==> src/rtl/dma_reg_pkg.sv <==
package dma_reg_pkg;

    // Register bus widths
    localparam int AXIL_ADDR_WIDTH = 4;
    localparam int AXIL_DATA_WIDTH = 32;
    localparam int AXIL_STRB_WIDTH = AXIL_DATA_WIDTH / 8;

    // Register offsets
    localparam logic [AXIL_ADDR_WIDTH-1:0] REG_CTRL   = 4'h0;
    localparam logic [AXIL_ADDR_WIDTH-1:0] REG_BASE   = 4'h4;
    localparam logic [AXIL_ADDR_WIDTH-1:0] REG_STATUS = 4'h8;
    localparam logic [AXIL_ADDR_WIDTH-1:0] REG_COUNT  = 4'hC;

    // CTRL bits; arm is self-clearing and reads back as 0
    localparam int CTRL_ARM_BIT = 0;

    // STATUS bits
    localparam int STATUS_DONE_BIT = 0;
    localparam int STATUS_BUSY_BIT = 1;

    // Response code, the block only ever answers OKAY
    localparam logic [1:0] RESP_OKAY = 2'b00;

endpackage

==> src/rtl/dma_data_pkg.sv <==
package dma_data_pkg;

    // One incoming sample
    localparam int SAMPLE_DATA_WIDTH = 32;
    localparam int SAMPLE_DEST_WIDTH = 12;

    typedef struct packed {
        logic [SAMPLE_DATA_WIDTH-1:0] data;
        logic [SAMPLE_DEST_WIDTH-1:0] dest;
    } sample_t;

    // A beat holds two halves, each a data word followed by a zero-extended dest word
    localparam int WORD_WIDTH = 32;

    typedef struct packed {
        logic [WORD_WIDTH-1:0] dest;
        logic [WORD_WIDTH-1:0] data;
    } beat_half_t;

    localparam int HALF_WIDTH = $bits(beat_half_t);

    // Beat geometry on the memory bus
    localparam int BEAT_WIDTH = 2 * HALF_WIDTH;
    localparam int BEAT_BYTES = BEAT_WIDTH / 8;
    localparam logic [2:0] BEAT_SIZE = 3'($clog2(BEAT_BYTES));

endpackage

==> src/rtl/beat_if.sv <==
`timescale 1ns/1ps

interface beat_if;
    import dma_data_pkg::*;

    // Packed beat, with its low half in the least significant bits
    logic [BEAT_WIDTH-1:0] data;
    // Marks the beat that carries the stream's final sample
    logic                  last;
    logic                  valid;
    logic                  ready;

    modport source (
        output data,
        output last,
        output valid,
        input  ready
    );

    modport sink (
        input  data,
        input  last,
        input  valid,
        output ready
    );

endinterface

==> src/rtl/dma_regs.sv <==
`timescale 1ns/1ps

module dma_regs #(
    parameter int ADDR_WIDTH = 32
) (
    input  logic                                   axi_out,
    input  logic                                   rst,
    input  logic [dma_reg_pkg::AXIL_ADDR_WIDTH-1:0] s_axil_awaddr,
    input  logic                                   s_axil_awvalid,
    input  logic [dma_reg_pkg::AXIL_DATA_WIDTH-1:0] s_axil_wdata,
    input  logic [dma_reg_pkg::AXIL_STRB_WIDTH-1:0] s_axil_wstrb,
    input  logic                                   s_axil_wvalid,
    output logic                                   s_axil_awready,
    output logic                                   s_axil_wready,
    output logic [1:0]                             s_axil_bresp,
    output logic                                   s_axil_bvalid,
    input  logic                                   s_axil_bready,
    input  logic [dma_reg_pkg::AXIL_ADDR_WIDTH-1:0] s_axil_araddr,
    input  logic                                   s_axil_arvalid,
    input  logic                                   s_axil_rready,
    output logic                                   s_axil_arready,
    output logic [dma_reg_pkg::AXIL_DATA_WIDTH-1:0] s_axil_rdata,
    output logic [1:0]                             s_axil_rresp,
    output logic                                   s_axil_rvalid,
    output logic                                   arm,
    output logic [ADDR_WIDTH-1:0]                  base_addr,
    input  logic [dma_reg_pkg::AXIL_DATA_WIDTH-1:0] beats_done,
    input  logic                                   done
);
    import dma_reg_pkg::*;

    logic [AXIL_DATA_WIDTH-1:0] base_q;
    logic [AXIL_DATA_WIDTH-1:0] rd_word;
    logic                       armed_q;
    logic                       busy;
    logic                       wr_hs;
    logic                       rd_hs;

    // AW and W are taken together, and only when no response is pending
    assign s_axil_awready = s_axil_awvalid && s_axil_wvalid && !s_axil_bvalid;
    assign s_axil_wready  = s_axil_awready;
    assign s_axil_arready = !s_axil_rvalid;
    assign s_axil_bresp   = RESP_OKAY;
    assign s_axil_rresp   = RESP_OKAY;

    assign wr_hs = s_axil_awvalid && s_axil_awready;
    assign rd_hs = s_axil_arvalid && s_axil_arready;

    assign base_addr = base_q[ADDR_WIDTH-1:0];
    // Busy from the first arm until the write master reports done
    assign busy      = armed_q && !done;

    always_ff @(posedge axi_out) begin
        if (rst) begin
            s_axil_bvalid <= 1'b0;
            arm           <= 1'b0;
            armed_q       <= 1'b0;
            base_q        <= '0;
        end else begin
            arm <= 1'b0;
            if (arm) begin
                armed_q <= 1'b1;
            end
            if (s_axil_bvalid && s_axil_bready) begin
                s_axil_bvalid <= 1'b0;
            end
            if (wr_hs) begin
                s_axil_bvalid <= 1'b1;
                case (s_axil_awaddr)
                    REG_CTRL: arm <= s_axil_wstrb[0] && s_axil_wdata[CTRL_ARM_BIT];
                    REG_BASE: begin
                        for (int i = 0; i < AXIL_STRB_WIDTH; i++) begin
                            if (s_axil_wstrb[i]) begin
                                base_q[8*i +: 8] <= s_axil_wdata[8*i +: 8];
                            end
                        end
                    end
                    default: ;
                endcase
            end
        end
    end

    // CTRL and unmapped offsets read as zero
    always_comb begin
        rd_word = '0;
        case (s_axil_araddr)
            REG_BASE:   rd_word = base_q;
            REG_COUNT:  rd_word = beats_done;
            REG_STATUS: begin
                rd_word[STATUS_DONE_BIT] = done;
                rd_word[STATUS_BUSY_BIT] = busy;
            end
            default:    rd_word = '0;
        endcase
    end

    always_ff @(posedge axi_out) begin
        if (rst) begin
            s_axil_rvalid <= 1'b0;
        end else if (rd_hs) begin
            s_axil_rvalid <= 1'b1;
        end else if (s_axil_rready) begin
            s_axil_rvalid <= 1'b0;
        end
    end

    always_ff @(posedge axi_out) begin
        if (rd_hs) begin
            s_axil_rdata <= rd_word;
        end
    end

    a_bvalid_hold: assert property (@(posedge axi_out) disable iff (rst)
        s_axil_bvalid && !s_axil_bready |=> s_axil_bvalid);

    a_arm_pulse: assert property (@(posedge axi_out) disable iff (rst)
        arm |=> !arm);

endmodule

==> src/rtl/sample_packer.sv <==
`timescale 1ns/1ps

module sample_packer #(
    parameter int DEST_WIDTH = 12
) (
    input  logic                                      axi_out,
    input  logic                                      rst,
    input  logic                                      arm,
    input  logic [dma_data_pkg::SAMPLE_DATA_WIDTH-1:0] s_tdata,
    input  logic [DEST_WIDTH-1:0]                     s_tdest,
    input  logic                                      s_tlast,
    input  logic                                      s_tvalid,
    output logic                                      s_tready,
    beat_if.source                                    beats
);
    import dma_data_pkg::*;

    beat_half_t in_half;
    beat_half_t held_q;
    logic       half_full_q;
    logic       open_q;
    logic       accept;
    logic       load_beat;

    assign in_half.data = WORD_WIDTH'(s_tdata);
    assign in_half.dest = WORD_WIDTH'(s_tdest);

    // Stall the stream while a finished beat has not been taken yet
    assign s_tready  = open_q && (!beats.valid || beats.ready);
    assign accept    = s_tvalid && s_tready;
    assign load_beat = accept && (half_full_q || s_tlast);

    always_ff @(posedge axi_out) begin
        if (rst) begin
            open_q      <= 1'b0;
            half_full_q <= 1'b0;
            beats.valid <= 1'b0;
            beats.last  <= 1'b0;
        end else begin
            if (beats.valid && beats.ready) begin
                beats.valid <= 1'b0;
            end
            if (arm) begin
                open_q      <= 1'b1;
                half_full_q <= 1'b0;
            end else if (accept) begin
                half_full_q <= !load_beat;
                if (load_beat) begin
                    beats.valid <= 1'b1;
                    beats.last  <= s_tlast;
                end
                // The input closes once the last sample is in
                if (s_tlast) begin
                    open_q <= 1'b0;
                end
            end
        end
    end

    // A lone final sample goes into the low half with zeros above it
    always_ff @(posedge axi_out) begin
        if (accept && !load_beat) begin
            held_q <= in_half;
        end
        if (load_beat) begin
            beats.data <= half_full_q ? {in_half, held_q} : {{HALF_WIDTH{1'b0}}, in_half};
        end
    end

    a_beat_stable: assert property (@(posedge axi_out) disable iff (rst)
        beats.valid && !beats.ready |=> beats.valid && $stable(beats.data));

endmodule

==> src/rtl/axi_write_master.sv <==
`timescale 1ns/1ps

module axi_write_master #(
    parameter int ADDR_WIDTH = 32
) (
    input  logic                                    axi_out,
    input  logic                                    rst,
    input  logic                                    arm,
    input  logic [ADDR_WIDTH-1:0]                   base_addr,
    beat_if.sink                                    beats,
    output logic [ADDR_WIDTH-1:0]                   m_axi_awaddr,
    output logic [7:0]                              m_axi_awlen,
    output logic [2:0]                              m_axi_awsize,
    output logic                                    m_axi_awvalid,
    input  logic                                    m_axi_awready,
    output logic [dma_data_pkg::BEAT_WIDTH-1:0]     m_axi_wdata,
    output logic [dma_data_pkg::BEAT_BYTES-1:0]     m_axi_wstrb,
    output logic                                    m_axi_wlast,
    output logic                                    m_axi_wvalid,
    input  logic                                    m_axi_wready,
    input  logic [1:0]                              m_axi_bresp,
    input  logic                                    m_axi_bvalid,
    output logic                                    m_axi_bready,
    output logic [dma_reg_pkg::AXIL_DATA_WIDTH-1:0] beats_done,
    output logic                                    done
);
    import dma_data_pkg::*;
    import dma_reg_pkg::*;

    typedef enum logic [1:0] {
        S_IDLE,
        S_ISSUE,
        S_WAIT
    } state_t;

    state_t                state_q;
    logic [ADDR_WIDTH-1:0] wr_ptr_q;
    logic                  last_q;
    logic                  aw_sent_q;
    logic                  w_sent_q;
    logic                  aw_done;
    logic                  w_done;
    logic                  take_beat;

    // Single-beat writes of a full beat
    assign m_axi_awlen  = 8'd0;
    assign m_axi_awsize = BEAT_SIZE;
    assign m_axi_wstrb  = '1;
    assign m_axi_wlast  = 1'b1;

    assign beats.ready   = (state_q == S_IDLE);
    assign take_beat     = beats.valid && beats.ready;
    assign m_axi_awvalid = (state_q == S_ISSUE) && !aw_sent_q;
    assign m_axi_wvalid  = (state_q == S_ISSUE) && !w_sent_q;
    assign m_axi_bready  = (state_q == S_WAIT);

    assign aw_done = aw_sent_q || m_axi_awready;
    assign w_done  = w_sent_q || m_axi_wready;

    always_ff @(posedge axi_out) begin
        if (rst) begin
            state_q    <= S_IDLE;
            aw_sent_q  <= 1'b0;
            w_sent_q   <= 1'b0;
            beats_done <= '0;
            done       <= 1'b0;
        end else begin
            if (arm) begin
                beats_done <= '0;
                done       <= 1'b0;
            end
            case (state_q)
                S_IDLE: begin
                    if (take_beat) begin
                        state_q <= S_ISSUE;
                    end
                end
                S_ISSUE: begin
                    // Both channels must finish before the response is awaited
                    if (aw_done && w_done) begin
                        state_q   <= S_WAIT;
                        aw_sent_q <= 1'b0;
                        w_sent_q  <= 1'b0;
                    end else begin
                        aw_sent_q <= aw_done;
                        w_sent_q  <= w_done;
                    end
                end
                S_WAIT: begin
                    if (m_axi_bvalid) begin
                        state_q    <= S_IDLE;
                        beats_done <= beats_done + 1'b1;
                        done       <= last_q;
                    end
                end
                default: state_q <= S_IDLE;
            endcase
        end
    end

    // Address pointer and the captured beat
    always_ff @(posedge axi_out) begin
        if (arm) begin
            wr_ptr_q <= base_addr;
        end else if (take_beat) begin
            wr_ptr_q <= wr_ptr_q + ADDR_WIDTH'(BEAT_BYTES);
        end
        if (take_beat) begin
            m_axi_awaddr <= wr_ptr_q;
            m_axi_wdata  <= beats.data;
            last_q       <= beats.last;
        end
    end

    a_awvalid_hold: assert property (@(posedge axi_out) disable iff (rst)
        m_axi_awvalid && !m_axi_awready |=> m_axi_awvalid);

    // Responses are counted without inspection, so the memory must answer OKAY
    a_bresp_okay: assert property (@(posedge axi_out) disable iff (rst)
        m_axi_bvalid && m_axi_bready |-> m_axi_bresp == RESP_OKAY);

endmodule

==> src/rtl/stream_dma.sv <==
`timescale 1ns/1ps

module stream_dma #(
    parameter int ADDR_WIDTH = 32,
    parameter int DEST_WIDTH = 12
) (
    input  logic                                      axi_out,
    input  logic                                      rst,
    input  logic [dma_reg_pkg::AXIL_ADDR_WIDTH-1:0]   s_axil_awaddr,
    input  logic                                      s_axil_awvalid,
    output logic                                      s_axil_awready,
    input  logic [dma_reg_pkg::AXIL_DATA_WIDTH-1:0]   s_axil_wdata,
    input  logic [dma_reg_pkg::AXIL_STRB_WIDTH-1:0]   s_axil_wstrb,
    input  logic                                      s_axil_wvalid,
    output logic                                      s_axil_wready,
    output logic [1:0]                                s_axil_bresp,
    output logic                                      s_axil_bvalid,
    input  logic                                      s_axil_bready,
    input  logic [dma_reg_pkg::AXIL_ADDR_WIDTH-1:0]   s_axil_araddr,
    input  logic                                      s_axil_arvalid,
    output logic                                      s_axil_arready,
    output logic [dma_reg_pkg::AXIL_DATA_WIDTH-1:0]   s_axil_rdata,
    output logic [1:0]                                s_axil_rresp,
    output logic                                      s_axil_rvalid,
    input  logic                                      s_axil_rready,
    input  logic [dma_data_pkg::SAMPLE_DATA_WIDTH-1:0] s_tdata,
    input  logic [DEST_WIDTH-1:0]                     s_tdest,
    input  logic                                      s_tlast,
    input  logic                                      s_tvalid,
    output logic                                      s_tready,
    output logic [ADDR_WIDTH-1:0]                     m_axi_awaddr,
    output logic [7:0]                                m_axi_awlen,
    output logic [2:0]                                m_axi_awsize,
    output logic                                      m_axi_awvalid,
    input  logic                                      m_axi_awready,
    output logic [dma_data_pkg::BEAT_WIDTH-1:0]       m_axi_wdata,
    output logic [dma_data_pkg::BEAT_BYTES-1:0]       m_axi_wstrb,
    output logic                                      m_axi_wlast,
    output logic                                      m_axi_wvalid,
    input  logic                                      m_axi_wready,
    input  logic [1:0]                                m_axi_bresp,
    input  logic                                      m_axi_bvalid,
    output logic                                      m_axi_bready
);
    import dma_reg_pkg::*;

    logic                       arm;
    logic [ADDR_WIDTH-1:0]      base_addr;
    logic [AXIL_DATA_WIDTH-1:0] beats_done;
    logic                       done;

    beat_if beats ();

    dma_regs #(
        .ADDR_WIDTH(ADDR_WIDTH)
    ) u_dma_regs (
        .axi_out(axi_out), .rst(rst),
        .s_axil_awaddr(s_axil_awaddr), .s_axil_awvalid(s_axil_awvalid),
        .s_axil_wdata(s_axil_wdata), .s_axil_wstrb(s_axil_wstrb),
        .s_axil_wvalid(s_axil_wvalid), .s_axil_awready(s_axil_awready),
        .s_axil_wready(s_axil_wready), .s_axil_bresp(s_axil_bresp),
        .s_axil_bvalid(s_axil_bvalid), .s_axil_bready(s_axil_bready),
        .s_axil_araddr(s_axil_araddr), .s_axil_arvalid(s_axil_arvalid),
        .s_axil_rready(s_axil_rready), .s_axil_arready(s_axil_arready),
        .s_axil_rdata(s_axil_rdata), .s_axil_rresp(s_axil_rresp),
        .s_axil_rvalid(s_axil_rvalid),
        .arm(arm), .base_addr(base_addr), .beats_done(beats_done), .done(done)
    );

    sample_packer #(
        .DEST_WIDTH(DEST_WIDTH)
    ) u_sample_packer (
        .axi_out(axi_out), .rst(rst), .arm(arm),
        .s_tdata(s_tdata), .s_tdest(s_tdest), .s_tlast(s_tlast),
        .s_tvalid(s_tvalid), .s_tready(s_tready),
        .beats(beats.source)
    );

    axi_write_master #(
        .ADDR_WIDTH(ADDR_WIDTH)
    ) u_axi_write_master (
        .axi_out(axi_out), .rst(rst), .arm(arm), .base_addr(base_addr),
        .beats(beats.sink),
        .m_axi_awaddr(m_axi_awaddr), .m_axi_awlen(m_axi_awlen),
        .m_axi_awsize(m_axi_awsize), .m_axi_awvalid(m_axi_awvalid),
        .m_axi_awready(m_axi_awready),
        .m_axi_wdata(m_axi_wdata), .m_axi_wstrb(m_axi_wstrb),
        .m_axi_wlast(m_axi_wlast), .m_axi_wvalid(m_axi_wvalid),
        .m_axi_wready(m_axi_wready),
        .m_axi_bresp(m_axi_bresp), .m_axi_bvalid(m_axi_bvalid),
        .m_axi_bready(m_axi_bready),
        .beats_done(beats_done), .done(done)
    );

endmodule

==> config.mk <==
export PLATFORM = sky130hd
export DESIGN_NAME = stream_dma
export DESIGN_NICKNAME = d
export VERILOG_FILES = /design/src/rtl/dma_reg_pkg.sv /design/src/rtl/dma_data_pkg.sv /design/src/rtl/beat_if.sv /design/src/rtl/dma_regs.sv /design/src/rtl/sample_packer.sv /design/src/rtl/axi_write_master.sv /design/src/rtl/stream_dma.sv
export SDC_FILE = /design/constraint.sdc
export NUM_CORES = 1
export LEC_CHECK = 0
export BUFFER_PORTS_ARGS = -buffer_cell sky130_fd_sc_hd__buf_2
export CORE_MARGIN = 10
export CORE_UTILIZATION = 40
export CTS_CLUSTER_SIZE = 14
export DETAILED_ROUTE_END_ITERATION = 7
export PLACE_DENSITY_LB_ADDON = 0.2
export SETUP_SLACK_MARGIN = 0.2
export SLEW_MARGIN = 20
export SYNTH_ARGS = -nofsm -noshare
export SYNTH_HDL_FRONTEND = slang
export SYNTH_SLANG_ARGS = --single-unit
==> constraint.sdc <==
create_clock -name axi_out -period 10.9 [get_ports axi_out]
set_input_delay 1.09 -clock axi_out [delete_from_list [all_inputs] [get_ports axi_out]]
set_output_delay 1.09 -clock axi_out [all_outputs]
set_load 0.03 [all_outputs]
# --- Word level (Yosys, flattened, before mapping) ---
# Cells that the tools add are included.
word_totals:
  register_bits: 434
  output_inout_bits: 233
  input_bits: 102
  elab_cells: 110
classes:
  eq_ne: 9
  n_addsub: 2
  mux: 28
  reduce_logical: 42
  bitwise_logic: 3
ops:
  columns: ["op", "n"]
  rows:
  - ["$mux W32", 5]
  - ["$pmux W30 S2", 1]
  - ["$mux W44", 1]
  - ["$add A32 B1 Y32 const B", 1]
  - ["$add A32 B5 Y32 const B", 1]
  - ["$reduce_and A3 Y1", 6]
  - ["$mux W1", 16]
  - ["$logic_and A1 B1 Y1", 15]
  - ["$pmux W2 S3", 2]
  - ["$reduce_bool A2 Y1", 5]
  - ["$eq A4 B3 Y1 const B", 2]
  - ["$eq A4 B4 Y1 const B", 2]
  - ["$logic_not A1 Y1", 7]
  - ["$mux W2", 3]
  - ["$ne A2 B2 Y1 const B", 3]
  - ["$logic_not A4 Y1", 1]
  - ["$logic_or A1 B1 Y1", 4]
  - ["$not A1 Y1", 3]
  - ["$reduce_or A3 Y1", 1]
  - ["$eq A2 B1 Y1 const B", 1]
  - ["$eq A2 B2 Y1 const B", 1]
  - ["$logic_not A2 Y1", 1]
  - ["$reduce_and A2 Y1", 1]
  - ["$reduce_or A2 Y1", 1]

# --- Depth between registers and ports, before layout ---
logic_depth:
  ltp_word: 8
  depth_mapped: 7
  ltp_nobuf: 6

# --- By module ---
# A second synthesis with hierarchy kept.
unflattened:
  cells_unflattened: 1179
  hier_area_um2: 17122.7
modules_own_cells:
  columns: ["mod", "n_inst", "cells_per_inst", "area_each_um2"]
  rows:
  - ["axi_write_master", 1, 627, 8856.0]
  - ["sample_packer", 1, 294, 5368.9]
  - ["dma_regs", 1, 258, 2897.8]

# --- Worst setup path before layout ---
# No wires, ideal clock.
synth_timing:
  path_type: "reg-to-reg"
  from: "register u_axi_write_master.state_q[1]"
  to: "register u_axi_write_master.wr_ptr_q[10], enable pin"
  n_path_buf: 1
  setup_time_ns: 0.373
  arrival_ns: 10.590
  synth_period_minus_slack_ns: 10.963
  stages_incl_launch_ff: 4
  path_slack_ns: -0.063
  path_cell_list: "dfxtp_1 -> buf_2 -> nor3b_1 -> or2_2"
synth_between:
  elab_chain_cells: 3
synth_rtl:
  columns: ["element", "line", "source"]
  rows:
  - ["from (decl)", "axi_write_master.sv:36", "state_t state_q;"]
  - ["from (signal assigned)", "axi_write_master.sv:62", "state_q <= S_IDLE;"]
  - ["from (signal assigned)", "axi_write_master.sv:75", "state_q <= S_ISSUE;"]
  - ["from (signal assigned)", "axi_write_master.sv:81", "state_q <= S_WAIT;"]
  - ["$logic_not A2 Y1", "axi_write_master.sv:51", "assign beats.ready = (state_q == S_IDLE);"]
  - ["$logic_and A1 B1 Y1", "axi_write_master.sv:52", "assign take_beat = beats.valid && beats.ready;"]
  - ["net u_axi_write_master.take_beat", "axi_write_master.sv:43", "logic take_beat;"]
  - ["$reduce_bool A2 Y1 (no line)", null, null]
  - ["to (signal assigned)", "axi_write_master.sv:104", "wr_ptr_q <= base_addr;"]
  - ["to (signal assigned)", "axi_write_master.sv:106", "wr_ptr_q <= wr_ptr_q + ADDR_WIDTH'(BEAT_BYTES);"]
  - ["to (decl)", "axi_write_master.sv:37", "logic [ADDR_WIDTH-1:0] wr_ptr_q;"]
# The timed path passes the listed nets, and every way through them passes these cells.
# A chain may end at the register's enable or synchronous reset.

# --- Worst setup path after layout ---
layout_timing:
  from: "register u_axi_write_master.state_q[1]"
  to: "register u_sample_packer.beats.data[5], enable pin"
layout_between:
  elab_chain_cells: 5
layout_rtl:
  columns: ["element", "line", "source"]
  rows:
  - ["$logic_not A2 Y1", "axi_write_master.sv:51", null]
  - ["$logic_or A1 B1 Y1", "sample_packer.sv:29", "assign s_tready = open_q && (!beats.valid || beats.ready);"]
  - ["$logic_and A1 B1 Y1", "sample_packer.sv:29", null]
  - ["$logic_and A1 B1 Y1", "sample_packer.sv:30", "assign accept = s_tvalid && s_tready;"]
  - ["$logic_and A1 B1 Y1", "sample_packer.sv:31", "assign load_beat = accept && (half_full_q || s_tlast);"]
  - ["net u_sample_packer.load_beat", "sample_packer.sv:23", "logic load_beat;"]
  - ["to (signal assigned)", "sample_packer.sv:66", "beats.data <= half_full_q ? {in_half, held_q} : {{HALF_WIDTH{1'b0}}, in_half};"]
  - ["to (decl)", "beat_if.sv:14", "output data,"]
# The timed path passes the listed nets, and every way through them passes these cells.

==> results.toml <==
[status]
status = "finished clean"

[yosys]
synth_top_area_share_pct = 61.8
ys_seq_area_share_pct = 71.9
yosys.area.top_type = "edfxtp_1"
ys_types = 55
avgSynthCellArea_sq_um = 14.5
synthArstFlopShare_pct = 0
synth_edf_count = 317
synth-seq-cells = 394
ys.flop_type = "edfxtp_1"
synth_area_sq_um = 15400
synthTopCellsByArea = "edfxtp_1, dfxtp_1, mux2_2"
synth_cells = 1058
ys.warnings.count = 0

[worst_setup_path]
critPathLaunchType = "flop"
cp-end-kind = "flop"
worstPathRequired_ps = 11070
slowest_stage = "nor2_4"
r2r_end = "u_sample_packer.beats.data[5]"
critical_path_class = "reg2reg"
cp_max_fo = 56
max_stage_delay_ps = 850
cp.arrival_ps = 3450
r2r_slack_ps = 7620
crit_chain = "o21ai_0 > nand3_1 > nor2_4 > buf_4"
rr_startpoint = "u_axi_write_master.state_q[1]"
r2r_cells = 4

[routing]
drt_iter0_markers = 572
routed_wl_mm = 36.3
drc = 0
ant_nets = 0
drtPass1Iterations = 5
num_vias = 9081
avgViaCountPerCell = 4.85
wl_per_cell_microns = 19.4

[clock_tree]
htreeDepth = 2
cts_sinks = 394
cts_tree = "yes"
cts_setup_buffers = 0
clk_latency_ps = 560
root_buffer = "clkbuf_16"
clk_pin_slew_ps = 60
post_cts_resized = 0
cts_buffers = 42
postCtsHoldBufs = 0
clk_path_buf_depth = 3

[place]
detailed_place_hpwl_mm = 25.0
portBuffers = 260
gp_congestion = 0.810
pre_cts_ws_ps = 7550
place_inst = 1792

[global_routing]
grt.total_usage_pct = 15.0
grt_pass1_vias = 9045
grt_remaining_overflow = 0
antenna_found_initial = 3
grt_max_degree = 94
grt_pass1_wl_mm = 54.9

[finish]
final_nets = 1430
num-fill-cells = 3369
drive_gt1_share_pct = 28.7
area_delta_synth_final_pct = 19.4
stdcell_count = 1873

[floorplan]
die_area_sq_um = 46700
die_w_microns = 216
core.rowCount = 71
start_util_pct = 40.7
core_area_sq_um = 37800
ios = 335
die_y_microns = 216

[power_and_ir_drop]
vdd_drop_max_mv = 0.124
finalPower_uw = 3130
powerDensity_nw_per_um2 = 170
leakagePower_uw = 0.00695

[timing]
period_needed_ps = 3280
finClkSkew_ps = 27.8
post-route-period-util_pct = 30.1
slew_viol_final = 0
finalSetupTns_ps = 0
clock.fmax_ghz = 0.305
tightest_slew_ps = 1050
whs_ps = 399
rsz0062_at_grt = "no"
worst_slack_ps = 7620
setup_violations = 0
final_hold_viol_count = 0
slew_headroom_pct = 30.1

[worst_hold_path]
hold_path_class = "reg2reg"
holdPathStages = 0
min_to = "u_axi_write_master.m_axi_wdata[11]"
hold_start = "u_sample_packer.beats.data[11]"

[run]
drv_cap = 0
[routing by layer]
layer / share of wire [%] / global-route usage, % / vias to the layer above / routed length [microns]
met5: 0.022 / 0 / - / 8
met4: 2.6 / 4.94 / 2 / 933
met3: 6.6 / 4.40 / 59 / 2410
met2: 48 / 24.0 / 275 / 17300
met1: 43 / 19.1 / 4413 / 15600
li1: - / - / 4332 / -
[cells by family (layout without fill, tap and decap cells)]
logic type | Yosys count | in the layout | share of synthesized area, %
flops | 394 | 394 | 71.9
other cells | 2 | 74 | 0.0488
simple gates | 308 | 308 | 10.5
fa+ha+maj | 2 | 2 | 0.163
buf+inv | 124 | 356 | 4.89
xor+xnor | 29 | 29 | 1.65
mux | 84 | 84 | 5.87
compound gates | 115 | 115 | 4.98
[where the power goes]
| group | internal [uW] | leakage, uW | switching, uW |
|---|---|---|---|
| logic | 28.3 | 0.00268 | 80.7 |
| clock network | 830 | 0.000655 | 573 |
| registers | 1620 | 0.00361 | 3.48 |
| total | 2480 | 0.00695 | 657 |
[cell usage after synthesis (20+ instances only)]
cell,number
edfxtp_1,317
dfxtp_1,77
buf_4,73
nor2_1,69
nand2_1,63
and2_1,53
mux2_2,50
nand3_1,37
clkbuf_1,36
mux2i_1,34
o21ai_0,33
a22o_1,30
a21oi_1,20
nor3_1,20
[state kept, by name, summed over array words and instances, names as in the netlist, 2 cells and up]
register / count
u_axi_write_master.m_axi_wdata: 88
u_sample_packer.beats.data: 88
u_sample_packer.held_q: 44
u_axi_write_master.beats_done: 32
u_axi_write_master.m_axi_awaddr: 32
u_axi_write_master.wr_ptr_q: 32
u_dma_regs.base_addr: 32
u_dma_regs.s_axil_rdata: 32
u_axi_write_master.state_q: 2
[worst max path at each step]
| stage | from | end | depth (start not counted) |
|---|---|---|---|
| after CTS | u_axi_write_master.state_q[1] | u_sample_packer.beats.data[8] | 4 |
| after global placement | s_tvalid | u_sample_packer.beats.data[6] | 4 |
| after detailed placement | s_tvalid | u_sample_packer.beats.data[70] | 4 |
| after global routing | u_axi_write_master.state_q[1] | u_sample_packer.beats.data[10] | 4 |
| final | u_axi_write_master.state_q[1] | u_sample_packer.beats.data[5] | 4 |
| after floorplan | u_axi_write_master.state_q[1] | u_axi_write_master.wr_ptr_q[10] | 3 |
[stage by stage]
stage / utilization [%] / area, sq um
after global placement: 44.9 / 17000
after detailed placement: 44.9 / 17000
after floorplan: - / 15700
after global routing: 48.6 / 18400
after CTS: 48.5 / 18300
final: 48.6 / 18400
[cell usage in the layout, fill, tap and decap left out, types with 20 or more instances in the layout]
cell type / n
nand2_1: 63
mux2i_1: 34
a22o_1: 30
dfxtp_1: 75
nor2_1: 68
buf_2: 260
and2_1: 53
a21oi_1: 20
nand3_1: 37
conb_1: 72
edfxtp_1: 317
mux2_2: 50
o21ai_0: 33
clkbuf_16: 43
[worst max-delay path: cells and delay by family, from the launching register on]
| family | cells | cell delay (ps) |
|---|---|---|
| AOI/OAI and AO/OA | 1 | 570 |
| buffers and inverters | 1 | 710 |
| DFF | 1 | 400 |
| and+or+nand+nor | 2 | 1140 |
[area by class of cell]
class                           instances  area, sq um  share of cell area [%]
Inverter                                9         33.8                   0.184
Tap cell                              511          639                    3.48
Multi-Input combinational cell        610         3880                    21.1
Sequential cell                       394        11100                    60.2
Clock inverter                         21          223                    1.21
Timing Repair Buffer                  269         1390                    7.56
Antenna cell                            2         5.00                  0.0272
Clock buffer                           57         1140                    6.20
(Power assumes the default switching activity.)
